===== src/dmd_settings.svh =====
/*
 * Build constants for the demodulator processor interface.
 * Widths, register map, reset stretch and power-up defaults.
 * Include in any file that sizes ports or decodes registers.
 */

`ifndef DMD_SETTINGS_SVH
`define DMD_SETTINGS_SVH

// bus and converter widths
`define DMD_DATA_W        16
`define DMD_ADDR_W        12      // byte address, bit 0 never driven
`define DMD_ADC_W         14
`define DMD_DAC_W         14
`define DMD_GAIN_FRAC     14      // 16'h4000 is unity gain

// address split
`define DMD_SPACE_W       4       // addr bits 11..8
`define DMD_OFS_W         8       // addr bits 7..0

// address spaces, channel n at DMD_SPACE_CH0 + n
`define DMD_SPACE_MISC    4'h0
`define DMD_SPACE_SERIAL  4'h1
`define DMD_SPACE_CH0     4'h2

// register offsets within a space
`define DMD_REG_VERSION     8'h00
`define DMD_REG_RESET       8'h02
`define DMD_REG_SER_CMD     8'h00
`define DMD_REG_SER_STATUS  8'h02
`define DMD_REG_GAIN        8'h00
`define DMD_REG_CTRL        8'h02

// constants and defaults
`define DMD_VERSION       16'h0052
`define DMD_RESET_STRETCH 6       // soft reset length in ck933 cycles
`define DMD_GAIN_DEFAULT  16'h4000
`define DMD_DAC_MID       14'h2000 // offset binary zero
`define DMD_SCK_DIV       4       // serial clock is ck933 / 4
`define DMD_NUM_DACS      3

`endif


===== src/dmd_pkg.sv =====
/*
 * Types shared by the processor bus decoder and its register blocks.
 * Import where a struct is declared or its fields are built.
 */

`include "dmd_settings.svh"

package dmd_pkg;

  // ************************************************
  // processor bus, as passed from decoder to peers
  // ************************************************

  // one bus cycle; wr is a single-cycle strobe, rd a level
  typedef struct packed {
    logic                   wr;
    logic                   rd;
    logic [`DMD_OFS_W-1:0]  offset;  // byte offset within the space
    logic [`DMD_DATA_W-1:0] wdata;
  } bus_req_t;

  // ************************************************
  // DAC serial control port
  // ************************************************

  // one serial command, 15 bits
  typedef struct packed {
    logic [1:0] sel;   // chip select, 3 is no chip
    logic [4:0] addr;  // DAC register address
    logic [7:0] data;  // DAC register data
  } dac_cmd_t;

  // ************************************************
  // channel selects
  // ************************************************

  // one bit per output channel
  typedef logic [`DMD_NUM_DACS-1:0] ch_sel_t;

endpackage


===== src/bus_decoder.sv =====
/*
 * Processor bus front end. Splits the address into space and offset,
 * raises one select per mapped space and muxes read data back.
 * Reads are combinational; unmapped or idle reads give zero.
 */

`timescale 1ns/1ps
`include "dmd_settings.svh"

module bus_decoder (
  input  logic                                      ck933,
  input  logic                                      rs,
  input  logic                                      cs_n_i,
  input  logic                                      we_n_i,
  input  logic                                      rd_n_i,
  input  logic [`DMD_ADDR_W-1:1]                    addr_i,
  input  logic [`DMD_DATA_W-1:0]                    data_i,
  input  logic [`DMD_DATA_W-1:0]                    misc_rdata_i,
  input  logic [`DMD_DATA_W-1:0]                    ser_rdata_i,
  input  logic [`DMD_NUM_DACS-1:0][`DMD_DATA_W-1:0] ch_rdata_i,
  output dmd_pkg::bus_req_t                         req_o,
  output logic                                      misc_sel_o,
  output logic                                      ser_sel_o,
  output dmd_pkg::ch_sel_t                          ch_sel_o,
  output logic [`DMD_DATA_W-1:0]                    data_o
);

  logic [`DMD_ADDR_W-1:0]  byte_addr;
  logic [`DMD_SPACE_W-1:0] space;
  logic                    cs;
  logic                    wr_act;     // write cycle on the pins
  logic                    wr_q;

  assign byte_addr = {addr_i, 1'b0};
  assign space     = byte_addr[`DMD_ADDR_W-1 -: `DMD_SPACE_W];
  assign cs        = ~cs_n_i;
  assign wr_act    = cs & ~we_n_i;

  // one strobe per write even if we_n is held low
  always_ff @(posedge ck933 or posedge rs) begin
    if (rs) begin
      wr_q <= 1'b0;
    end else begin
      wr_q <= wr_act;
    end
  end

  assign req_o.wr     = wr_act & ~wr_q;
  assign req_o.rd     = cs & ~rd_n_i;
  assign req_o.offset = byte_addr[`DMD_OFS_W-1:0];
  assign req_o.wdata  = data_i;

  // ************************************************
  // space selects
  // ************************************************

  assign misc_sel_o = cs & (space == `DMD_SPACE_MISC);
  assign ser_sel_o  = cs & (space == `DMD_SPACE_SERIAL);

  always_comb begin
    for (int i = 0; i < `DMD_NUM_DACS; i++) begin
      ch_sel_o[i] = cs & (space == `DMD_SPACE_W'(`DMD_SPACE_CH0 + i));
    end
  end

  // read mux
  always_comb begin
    data_o = '0;                       // idle and unmapped read zero
    if (req_o.rd) begin
      if (space == `DMD_SPACE_MISC) begin
        data_o = misc_rdata_i;
      end else if (space == `DMD_SPACE_SERIAL) begin
        data_o = ser_rdata_i;
      end else begin
        for (int i = 0; i < `DMD_NUM_DACS; i++) begin
          if (space == `DMD_SPACE_W'(`DMD_SPACE_CH0 + i)) begin
            data_o = ch_rdata_i[i];
          end
        end
      end
    end
  end

endmodule


===== src/reset_ctrl.sv =====
/*
 * Misc register space: version word and soft reset.
 * A write to the reset register holds core reset for a fixed stretch.
 */

`timescale 1ns/1ps
`include "dmd_settings.svh"

module reset_ctrl (
  input  logic                   ck933,
  input  logic                   rs,
  input  logic                   sel_i,
  input  dmd_pkg::bus_req_t      req_i,
  output logic [`DMD_DATA_W-1:0] rdata_o,
  output logic                   core_rs_o
);

  localparam int CNT_W = $clog2(`DMD_RESET_STRETCH + 1);

  logic [CNT_W-1:0] cnt_q;
  logic             soft_q;    // stretched soft reset, registered
  logic             rst_wr;

  assign rst_wr = sel_i & req_i.wr & (req_i.offset == `DMD_REG_RESET);

  // soft_q tracks cnt_q != 0 but comes straight off a flop
  always_ff @(posedge ck933 or posedge rs) begin
    if (rs) begin
      cnt_q  <= '0;
      soft_q <= 1'b0;
    end else if (rst_wr) begin
      cnt_q  <= CNT_W'(`DMD_RESET_STRETCH);
      soft_q <= 1'b1;
    end else if (cnt_q != '0) begin
      cnt_q  <= cnt_q - 1'b1;
      soft_q <= (cnt_q != CNT_W'(1));  // drops with the last count
    end
  end

  assign core_rs_o = rs | soft_q;

  // readback
  always_comb begin
    case (req_i.offset)
      `DMD_REG_VERSION: rdata_o = `DMD_VERSION;
      `DMD_REG_RESET:   rdata_o = {{(`DMD_DATA_W-1){1'b0}}, soft_q};
      default:          rdata_o = '0;
    endcase
  end

endmodule


===== src/dac_serial_port.sv =====
/*
 * Write-only serial control port for the three DAC chips.
 * A command write shifts one 16-bit frame MSB first at ck933 / DMD_SCK_DIV.
 * Status bit 0 is busy; commands written while busy are dropped.
 */

`timescale 1ns/1ps
`include "dmd_settings.svh"

module dac_serial_port (
  input  logic                     ck933,
  input  logic                     rs,
  input  logic                     sel_i,
  input  dmd_pkg::bus_req_t        req_i,
  output logic [`DMD_DATA_W-1:0]   rdata_o,
  output logic                     sck_o,
  output logic                     sdio_o,
  output logic [`DMD_NUM_DACS-1:0] cs_n_o
);

  import dmd_pkg::*;

  localparam int DIV_W   = $clog2(`DMD_SCK_DIV);
  localparam int FRAME_W = 16;
  localparam int BIT_W   = $clog2(FRAME_W);

  dac_cmd_t                 cmd_in;     // fields of the bus write
  dac_cmd_t                 cmd_q;      // last accepted command
  logic                     cmd_wr;
  logic [DIV_W-1:0]         div_q;
  logic                     rise_tick;
  logic                     fall_tick;
  logic                     busy_q;
  logic                     sck_q;
  logic [FRAME_W-1:0]       shreg_q;
  logic [BIT_W-1:0]         bit_q;
  logic [`DMD_NUM_DACS-1:0] cs_n_q;

  assign cmd_in.sel  = req_i.wdata[15:14];
  assign cmd_in.addr = req_i.wdata[12:8];
  assign cmd_in.data = req_i.wdata[7:0];

  // select 3 addresses no chip
  assign cmd_wr = sel_i & req_i.wr & (req_i.offset == `DMD_REG_SER_CMD) & ~busy_q &
                  (cmd_in.sel < `DMD_NUM_DACS);

  // ************************************************
  // shift clock divider, free running
  // ************************************************

  always_ff @(posedge ck933 or posedge rs) begin
    if (rs) begin
      div_q <= '0;
    end else if (div_q == DIV_W'(`DMD_SCK_DIV - 1)) begin
      div_q <= '0;
    end else begin
      div_q <= div_q + 1'b1;
    end
  end

  assign rise_tick = (div_q == DIV_W'(`DMD_SCK_DIV / 2 - 1));
  assign fall_tick = (div_q == DIV_W'(`DMD_SCK_DIV - 1));

  // ************************************************
  // frame shifter
  // ************************************************

  // frame: write bit 0, two length bits 0, 5 addr, 8 data
  always_ff @(posedge ck933 or posedge rs) begin
    if (rs) begin
      cmd_q   <= '0;
      busy_q  <= 1'b0;
      sck_q   <= 1'b0;
      shreg_q <= '0;
      bit_q   <= '0;
      cs_n_q  <= '1;
    end else if (cmd_wr) begin
      cmd_q   <= cmd_in;
      busy_q  <= 1'b1;
      shreg_q <= {1'b0, 2'b00, cmd_in.addr, cmd_in.data};
      bit_q   <= '0;
      cs_n_q  <= ~(`DMD_NUM_DACS'(1) << cmd_in.sel);
    end else if (busy_q) begin
      if (rise_tick) begin
        sck_q <= 1'b1;
      end else if (fall_tick && sck_q) begin   // first fall waits for a rise
        sck_q <= 1'b0;
        if (bit_q == BIT_W'(FRAME_W - 1)) begin
          busy_q  <= 1'b0;                      // end of frame
          cs_n_q  <= '1;
          shreg_q <= '0;
        end else begin
          shreg_q <= shreg_q << 1;              // next bit on falling sck
          bit_q   <= bit_q + 1'b1;
        end
      end
    end
  end

  assign sck_o  = sck_q;
  assign sdio_o = shreg_q[FRAME_W-1];
  assign cs_n_o = cs_n_q;

  always_comb begin
    case (req_i.offset)
      `DMD_REG_SER_CMD:    rdata_o = {cmd_q.sel, 1'b0, cmd_q.addr, cmd_q.data};
      `DMD_REG_SER_STATUS: rdata_o = {{(`DMD_DATA_W-1){1'b0}}, busy_q};
      default:             rdata_o = '0;
    endcase
  end

endmodule


===== src/dac_channel.sv =====
/*
 * One DAC output channel. Reclocks the ADC sample, scales it by a
 * signed Q2.14 gain, saturates to 14 bits and drives offset binary.
 * Three register stages, so input to pins is 3 cycles.
 */

`timescale 1ns/1ps
`include "dmd_settings.svh"

module dac_channel (
  input  logic                   ck933,
  input  logic                   rs,
  input  logic                   sel_i,
  input  dmd_pkg::bus_req_t      req_i,
  input  logic [`DMD_ADC_W-1:0]  adc_i,
  output logic [`DMD_DATA_W-1:0] rdata_o,
  output logic [`DMD_DAC_W-1:0]  dac_d_o
);

  localparam int PROD_W = `DMD_ADC_W + `DMD_DATA_W;
  localparam logic signed [PROD_W-1:0] SAT_MAX = PROD_W'(2 ** (`DMD_DAC_W - 1) - 1);
  localparam logic signed [PROD_W-1:0] SAT_MIN = -SAT_MAX - 1;

  logic signed [`DMD_DATA_W-1:0] gain_q;
  logic                          en_q;
  logic signed [`DMD_ADC_W-1:0]  adc_q;
  logic signed [PROD_W-1:0]      prod_q;
  logic signed [PROD_W-1:0]      scaled;
  logic [`DMD_DAC_W-1:0]         sat;
  logic [`DMD_DAC_W-1:0]         dac_q;

  // ************************************************
  // gain and control registers
  // ************************************************

  always_ff @(posedge ck933 or posedge rs) begin
    if (rs) begin
      gain_q <= `DMD_GAIN_DEFAULT;
      en_q   <= 1'b1;
    end else if (sel_i && req_i.wr) begin
      case (req_i.offset)
        `DMD_REG_GAIN: gain_q <= req_i.wdata;
        `DMD_REG_CTRL: en_q   <= req_i.wdata[0];
        default: ;
      endcase
    end
  end

  always_comb begin
    case (req_i.offset)
      `DMD_REG_GAIN: rdata_o = gain_q;
      `DMD_REG_CTRL: rdata_o = {{(`DMD_DATA_W-1){1'b0}}, en_q};
      default:       rdata_o = '0;
    endcase
  end

  // ************************************************
  // scaling pipeline
  // ************************************************

  always_ff @(posedge ck933) begin
    adc_q  <= adc_i;              // stage 1, reclock
    prod_q <= adc_q * gain_q;     // stage 2
  end

  assign scaled = prod_q >>> `DMD_GAIN_FRAC;

  // clip to the signed 14-bit range
  always_comb begin
    if (scaled > SAT_MAX) begin
      sat = SAT_MAX[`DMD_DAC_W-1:0];
    end else if (scaled < SAT_MIN) begin
      sat = SAT_MIN[`DMD_DAC_W-1:0];
    end else begin
      sat = scaled[`DMD_DAC_W-1:0];
    end
  end

  // stage 3, two's complement to offset binary
  always_ff @(posedge ck933 or posedge rs) begin
    if (rs) begin
      dac_q <= `DMD_DAC_MID;
    end else if (en_q) begin
      dac_q <= {~sat[`DMD_DAC_W-1], sat[`DMD_DAC_W-2:0]};
    end else begin
      dac_q <= `DMD_DAC_MID;      // disabled, hold mid-scale
    end
  end

  assign dac_d_o = dac_q;

endmodule


===== src/dmd_top.sv =====
/*
 * Processor-facing top level of the demodulator board.
 * Bus decoder, version and soft reset, DAC serial port, three DAC channels.
 */

`timescale 1ns/1ps
`include "dmd_settings.svh"

module dmd_top (
  input  logic                     ck933,
  input  logic                     rs,
  input  logic                     cs_n_i,
  input  logic                     we_n_i,
  input  logic                     rd_n_i,
  input  logic [`DMD_ADDR_W-1:1]   addr_i,
  input  logic [`DMD_DATA_W-1:0]   data_i,
  input  logic [`DMD_ADC_W-1:0]    adc_d_i,
  output logic [`DMD_DATA_W-1:0]   data_o,
  output logic                     dac_rst_o,
  output logic                     dac_sck_o,
  output logic                     dac_sdio_o,
  output logic [`DMD_NUM_DACS-1:0] dac_cs_n_o,
  output logic [`DMD_DAC_W-1:0]    dac0_d_o,
  output logic [`DMD_DAC_W-1:0]    dac1_d_o,
  output logic [`DMD_DAC_W-1:0]    dac2_d_o
);

  import dmd_pkg::*;

  bus_req_t                                  req;
  logic                                      misc_sel;
  logic                                      ser_sel;
  ch_sel_t                                   ch_sel;
  logic [`DMD_DATA_W-1:0]                    misc_rdata;
  logic [`DMD_DATA_W-1:0]                    ser_rdata;
  logic [`DMD_NUM_DACS-1:0][`DMD_DATA_W-1:0] ch_rdata;
  logic                                      core_rs;   // hard or soft reset

  bus_decoder i_bus_decoder (
    .ck933, .rs,
    .cs_n_i, .we_n_i, .rd_n_i, .addr_i, .data_i,
    .misc_rdata_i (misc_rdata),
    .ser_rdata_i  (ser_rdata),
    .ch_rdata_i   (ch_rdata),
    .req_o        (req),
    .misc_sel_o   (misc_sel),
    .ser_sel_o    (ser_sel),
    .ch_sel_o     (ch_sel),
    .data_o
  );

  reset_ctrl i_reset_ctrl (
    .ck933, .rs,
    .sel_i (misc_sel), .req_i (req),
    .rdata_o (misc_rdata), .core_rs_o (core_rs)
  );

  assign dac_rst_o = core_rs;   // DAC chips reset with the core

  dac_serial_port i_dac_serial_port (
    .ck933, .rs (core_rs),
    .sel_i (ser_sel), .req_i (req),
    .rdata_o (ser_rdata),
    .sck_o (dac_sck_o), .sdio_o (dac_sdio_o), .cs_n_o (dac_cs_n_o)
  );

  dac_channel i_dac_channel0 (
    .ck933, .rs (core_rs), .sel_i (ch_sel[0]), .req_i (req),
    .adc_i (adc_d_i), .rdata_o (ch_rdata[0]), .dac_d_o (dac0_d_o)
  );

  dac_channel i_dac_channel1 (
    .ck933, .rs (core_rs), .sel_i (ch_sel[1]), .req_i (req),
    .adc_i (adc_d_i), .rdata_o (ch_rdata[1]), .dac_d_o (dac1_d_o)
  );

  dac_channel i_dac_channel2 (
    .ck933, .rs (core_rs), .sel_i (ch_sel[2]), .req_i (req),
    .adc_i (adc_d_i), .rdata_o (ch_rdata[2]), .dac_d_o (dac2_d_o)
  );

endmodule


===== config.mk =====
export PLATFORM = sky130hd
export DESIGN_NAME = dmd_top
export DESIGN_NICKNAME = d
export VERILOG_FILES = /design/src/dmd_pkg.sv /design/src/bus_decoder.sv /design/src/reset_ctrl.sv /design/src/dac_serial_port.sv /design/src/dac_channel.sv /design/src/dmd_top.sv
export VERILOG_INCLUDE_DIRS = /design/src /design/src/src
export SDC_FILE = /design/constraint.sdc
export NUM_CORES = 2
export LEC_CHECK = 0
export ABC_AREA = 0
export BUFFER_PORTS_ARGS = -buffer_cell sky130_fd_sc_hd__clkbuf_2
export CAP_MARGIN = 30
export CORE_MARGIN = 1.5
export CORE_UTILIZATION = 55
export CTS_CLUSTER_SIZE = 28
export DETAILED_ROUTE_END_ITERATION = 6
export PLACE_DENSITY = 0.73
export SETUP_SLACK_MARGIN = 0.2
export SYNTH_ARGS = -nofsm -noshare
export SYNTH_HDL_FRONTEND = slang
export SYNTH_SLANG_ARGS = --single-unit

===== constraint.sdc =====
create_clock -name ck933 -period 22.7 [get_ports ck933]
set_input_delay 1.135 -clock ck933 [delete_from_list [all_inputs] [get_ports ck933]]
set_output_delay 1.135 -clock ck933 [all_outputs]
set_load 0.005 [all_outputs]

==> results <==
- The run finished, with violations left.
- The checks that failed: DRC.
- The clock arrives with 0.0207 ns of skew.
- On the critical path, the stage with the largest delay is an instance of fa_1.
- Of all flip-flops after synthesis, the portion carrying an async set or reset was 69.3%.
- The number of antenna repair diodes is 0.
- Counting I/O delays and the setup requirement, the final critical path takes 6.78 ns.
- The core region area is 55500 um2.
- The number of remaining DRC errors is 6.
- In this run, the number of DRC markers left after iteration 0 of detailed routing was 1080.
- Global routing finished with a remaining overflow of 0.
- The die covers 58000 um2.
- In this run the core area contains 86 standard-cell rows.
- The worst vdd rail ir drop is 0.0000545 V.
- The die outline height is 241 um.
- The max-capacitance violation count is 0.
- Before antenna repair, the detailed router went through 7 iterations.
- The via count of the first global-routing pass is 22.7k.
- In the synthesized netlist the dominant register cell turns out to be dfrtp_1.
- The kind of capture point of the worst setup path is a flip-flop.
- The number of buffers and inverters on the critical path is 6.
- The synthesized netlist cell count is 3258.
- For this design, the CTS-stage hold fixing added 0 buffers.
- When the netlist entered floorplanning its net count stood at 4168.
- The remaining max-slew budget at the tightest pin is 42.0%.
- The initial antenna violation count is 2.
- The total vias in the final route is 21.3k.
- The clock root buffer is clkbuf_16.
- The wire length of the first global-routing pass is 115 mm.
- Summed over all nets, the half-perimeter wirelength after detailed placement is 51.8 mm.
- The number of logic stages on the critical path including buffering is 21.
- The mapped netlist covers 31100 um2.
- 110 I/O pins were placed.
- The count of final max-slew check failures is 0.
- After synthesis, the most frequently instantiated cells are 749 x inv_1, 654 x fa_1, 378 x nand2_1.
- In this run the number of H-tree levels came out at 1.
- The most common cell in the synthesized netlist is inv_1.
- The startpoint of the tightest hold check path is i_dac_channel2.prod_q[29]$_DFF_P_.
- The number of flops mapped to enable cells by yosys is 0.
- The final-report hold violation count came to 0.
- Data on the critical path is required at its endpoint by 23.15 ns.
- The longest clock path from root to sink contains 3 buffers.
- The overall power of the completed layout is 948 uW.
- The highest clock frequency the design can meet is 148 MHz.
- The power density over the cells is 28.6 nW/um2.
- The class of the tightest hold or removal check is reg2reg.
- The post-route netlist has 7.66% of its cells at a drive strength greater than 1.
- Across every metal layer, demand over resource in global routing totals 25.3%.
- The actual transition at the worst max-transition pin is 0.866 ns.
- Post-CTS timing repair inserted 0 buffers for setup.
- After clock tree synthesis, the clock-pin slew on the worst setup and hold paths is 0.06 ns.
- The maximum fanout along the worst path is 48.
- The final cycle utilization of the critical path is 29.9%.
- During synthesis, Yosys emitted a total of 0 warnings.
- The depth of the worst register-to-register path is 21.
- The net total in the final layout is 4183.
- The chip width is 241 um.
- The number of antenna-violating nets in the routed design is 0.
- The cell family contributing the most delay on the critical path is adder cells.
- Once the clock tree was built, the resizer swapped 0 gates to a different size.
- Setup repair after global routing left no endpoint under its margin.
- The worst setup path category is reg2reg.
- For this run, the slowest stage of the critical path takes 0.75 ns.
- Setup violations remaining at the end of the flow were counted as 0.
- The count of different cell masters after synthesis is 58.
- Along the worst hold path, the cell count comes to 1.
- The final-layout setup total negative slack is 0 ns.
- The critical path startpoint category is a flip-flop.
- For this run, the register share of the synthesized area comes to 15.3%.
- In this run the static leakage power is 0.0174 uW.
- The placer congestion estimate is 0.878.
- In the post-synthesis netlist, the biggest area contributors are fa_1 42%, dfrtp_1 10%, inv_1 9.0%.
- Each instance of the synthesized netlist takes up on average 9.55 um2.
- The total wire length is 68.4 mm.
- The capture endpoint of the worst hold path is i_dac_channel2.dac_d_o[13]$_DFF_PP1_.
- Dividing the detail-routed wire length by the instance count gives 16.9 um.
- The minimum setup slack among reg-to-reg paths is 15.92 ns.
- The signal on the critical path passes through buf_4 -> nand2_1 -> fa_1 -> inv_1 -> fa_1 -> inv_1 -> fa_1 -> inv_1 -> fa_1 -> fa_1 -> inv_1 -> fa_1 -> inv_1 -> ha_1 -> a21oi_1 -> o21ai_1 -> a2111oi_4 -> nor3_2 -> a2111oi_4 -> o21ai_1 -> xor2_1.
- The synthesized design spends more area on one cell type than any other, namely fa_1.
- The layout filler cell count is 4813.
- The post-detailed-route via-to-cell ratio is 5.28.
- The maximum number of pins on one net before global-route repair is 53.
- The clock sink count is 202.
- The starting utilization of the core area is 56.0%.
- At the later pin of the worst-skew pair, clock insertion delay measures 0.58 ns.
- TritonCTS built the clock tree.
- Data on the critical path arrives at its endpoint at 7.23 ns.
- In this run the biggest area consumer among cell types represents 42.1% of the synthesized area.
- The worst register-to-register path begins at i_dac_channel2.adc_q[2]$_DFF_P_.
- By instance count, the cell type seen most on the critical path is fa_1.
- Counting flops and latches in the post-synthesis netlist gives 202.
- The destination of the worst register-to-register timing path is i_dac_channel1.prod_q[28]$_DFF_P_.
- From synthesis to final layout, the design area changed by 6.43%.
- The number of clock buffers inserted by TritonCTS is 25.
- During placement, the flow inserted port buffers numbering 109.
[cells by family after synthesis]
logic type	count (synthesis)	share of synthesized area, %
simple gates	986	15.3
buf+inv	893	10.8
fa+ha+maj	864	50.5
flops	202	15.3
compound gates	185	4.00
xor+xnor	73	2.05
mux	55	2.01
[layout by cell type, fill, tap and decap left out, drive strengths merged, types with 12 or more instances in the layout]
| cell | Yosys | layout |
|---|---|---|
| dfrtp | 128 | 128 |
| xor2 | 12 | 12 |
| ha | 210 | 210 |
| nor3 | 16 | 16 |
| nand3 | 12 | 12 |
| clkbuf | 142 | 141 |
| buf | 2 | 23 |
| nand2 | 378 | 378 |
| nand2b | 14 | 14 |
| and2 | 350 | 350 |
| a22oi | 14 | 14 |
| o21ai | 46 | 46 |
| xnor2 | 61 | 61 |
| mux2 | 49 | 49 |
| inv | 749 | 754 |
| dfxtp | 62 | 62 |
| fa | 654 | 654 |
| nor2 | 175 | 175 |
| a21oi | 52 | 52 |
| dfstp | 12 | 12 |
[routing by layer]
layer / vias to the layer above / routed length, um / GRT usage, %
li1: 9594 / - / -
met1: 11000 / 28800 / 34.5
met2: 608 / 33100 / 42.4
met3: 103 / 4680 / 4.15
met4: 6 / 1730 / 6.78
met5: - / 46 / 0
[metrics by stage]
stage                     worst slack (ns)  utilization [%]  instances  cell area (um2)  hold slack [ns]
after floorplan                      13.58                -       3258            31100            0.376
after global placement               16.11             58.0       3990            32200            0.398
after detailed placement             15.98             58.0       3992            32200            0.401
after CTS                            15.92             59.6       4037            33100            0.418
after global routing                 15.57             59.6       4039            33100            0.439
final                                15.92             59.6       4039            33100            0.418
[sequential cells by signal (all words and copies together), names as in the netlist, 4 cells and up]
signal	flops
i_dac_channel0.dac_d_o	14
i_dac_channel1.gain_q	16
i_dac_channel2.prod_q	16
i_dac_serial_port.cmd_q	15
i_dac_channel2.adc_q	14
i_dac_channel1.dac_d_o	14
i_dac_serial_port.bit_q	4
i_dac_channel1.prod_q	16
i_dac_channel2.gain_q	16
i_dac_channel0.gain_q	16
i_dac_serial_port.shreg_q	16
i_dac_channel0.prod_q	16
i_dac_channel2.dac_d_o	14
[worst max path at each step]
stage / from / end
after floorplan: rs / i_dac_channel0.dac_d_o[0]$_DFF_PP0_
after global placement: i_dac_channel2.adc_q[2]$_DFF_P_ / i_dac_channel1.prod_q[28]$_DFF_P_
after detailed placement: i_dac_channel2.adc_q[2]$_DFF_P_ / i_dac_channel1.prod_q[28]$_DFF_P_
after CTS: i_dac_channel2.adc_q[2]$_DFF_P_ / i_dac_channel1.prod_q[28]$_DFF_P_
after global routing: i_dac_channel2.adc_q[2]$_DFF_P_ / i_dac_channel1.prod_q[28]$_DFF_P_
final: i_dac_channel2.adc_q[2]$_DFF_P_ / i_dac_channel1.prod_q[28]$_DFF_P_
[final cells by class]
cell class	instances	area [um2]	area share, %
multi-input cells	2163	23000	69.5
flip-flops and latches	202	4760	14.4
inverters	749	2810	8.49
well taps	748	936	2.83
repair buffers	132	751	2.27
clock buffers	32	692	2.09
clock inverters	13	154	0.465
[power breakdown]
part	leakage, uW	internal, uW	switching [uW]
Clock	0.000418	241	177
Combinational	0.0146	49.4	103
Sequential	0.00238	370	8.23
Total	0.0174	660	288
Power figures use the tool's default switching activity.
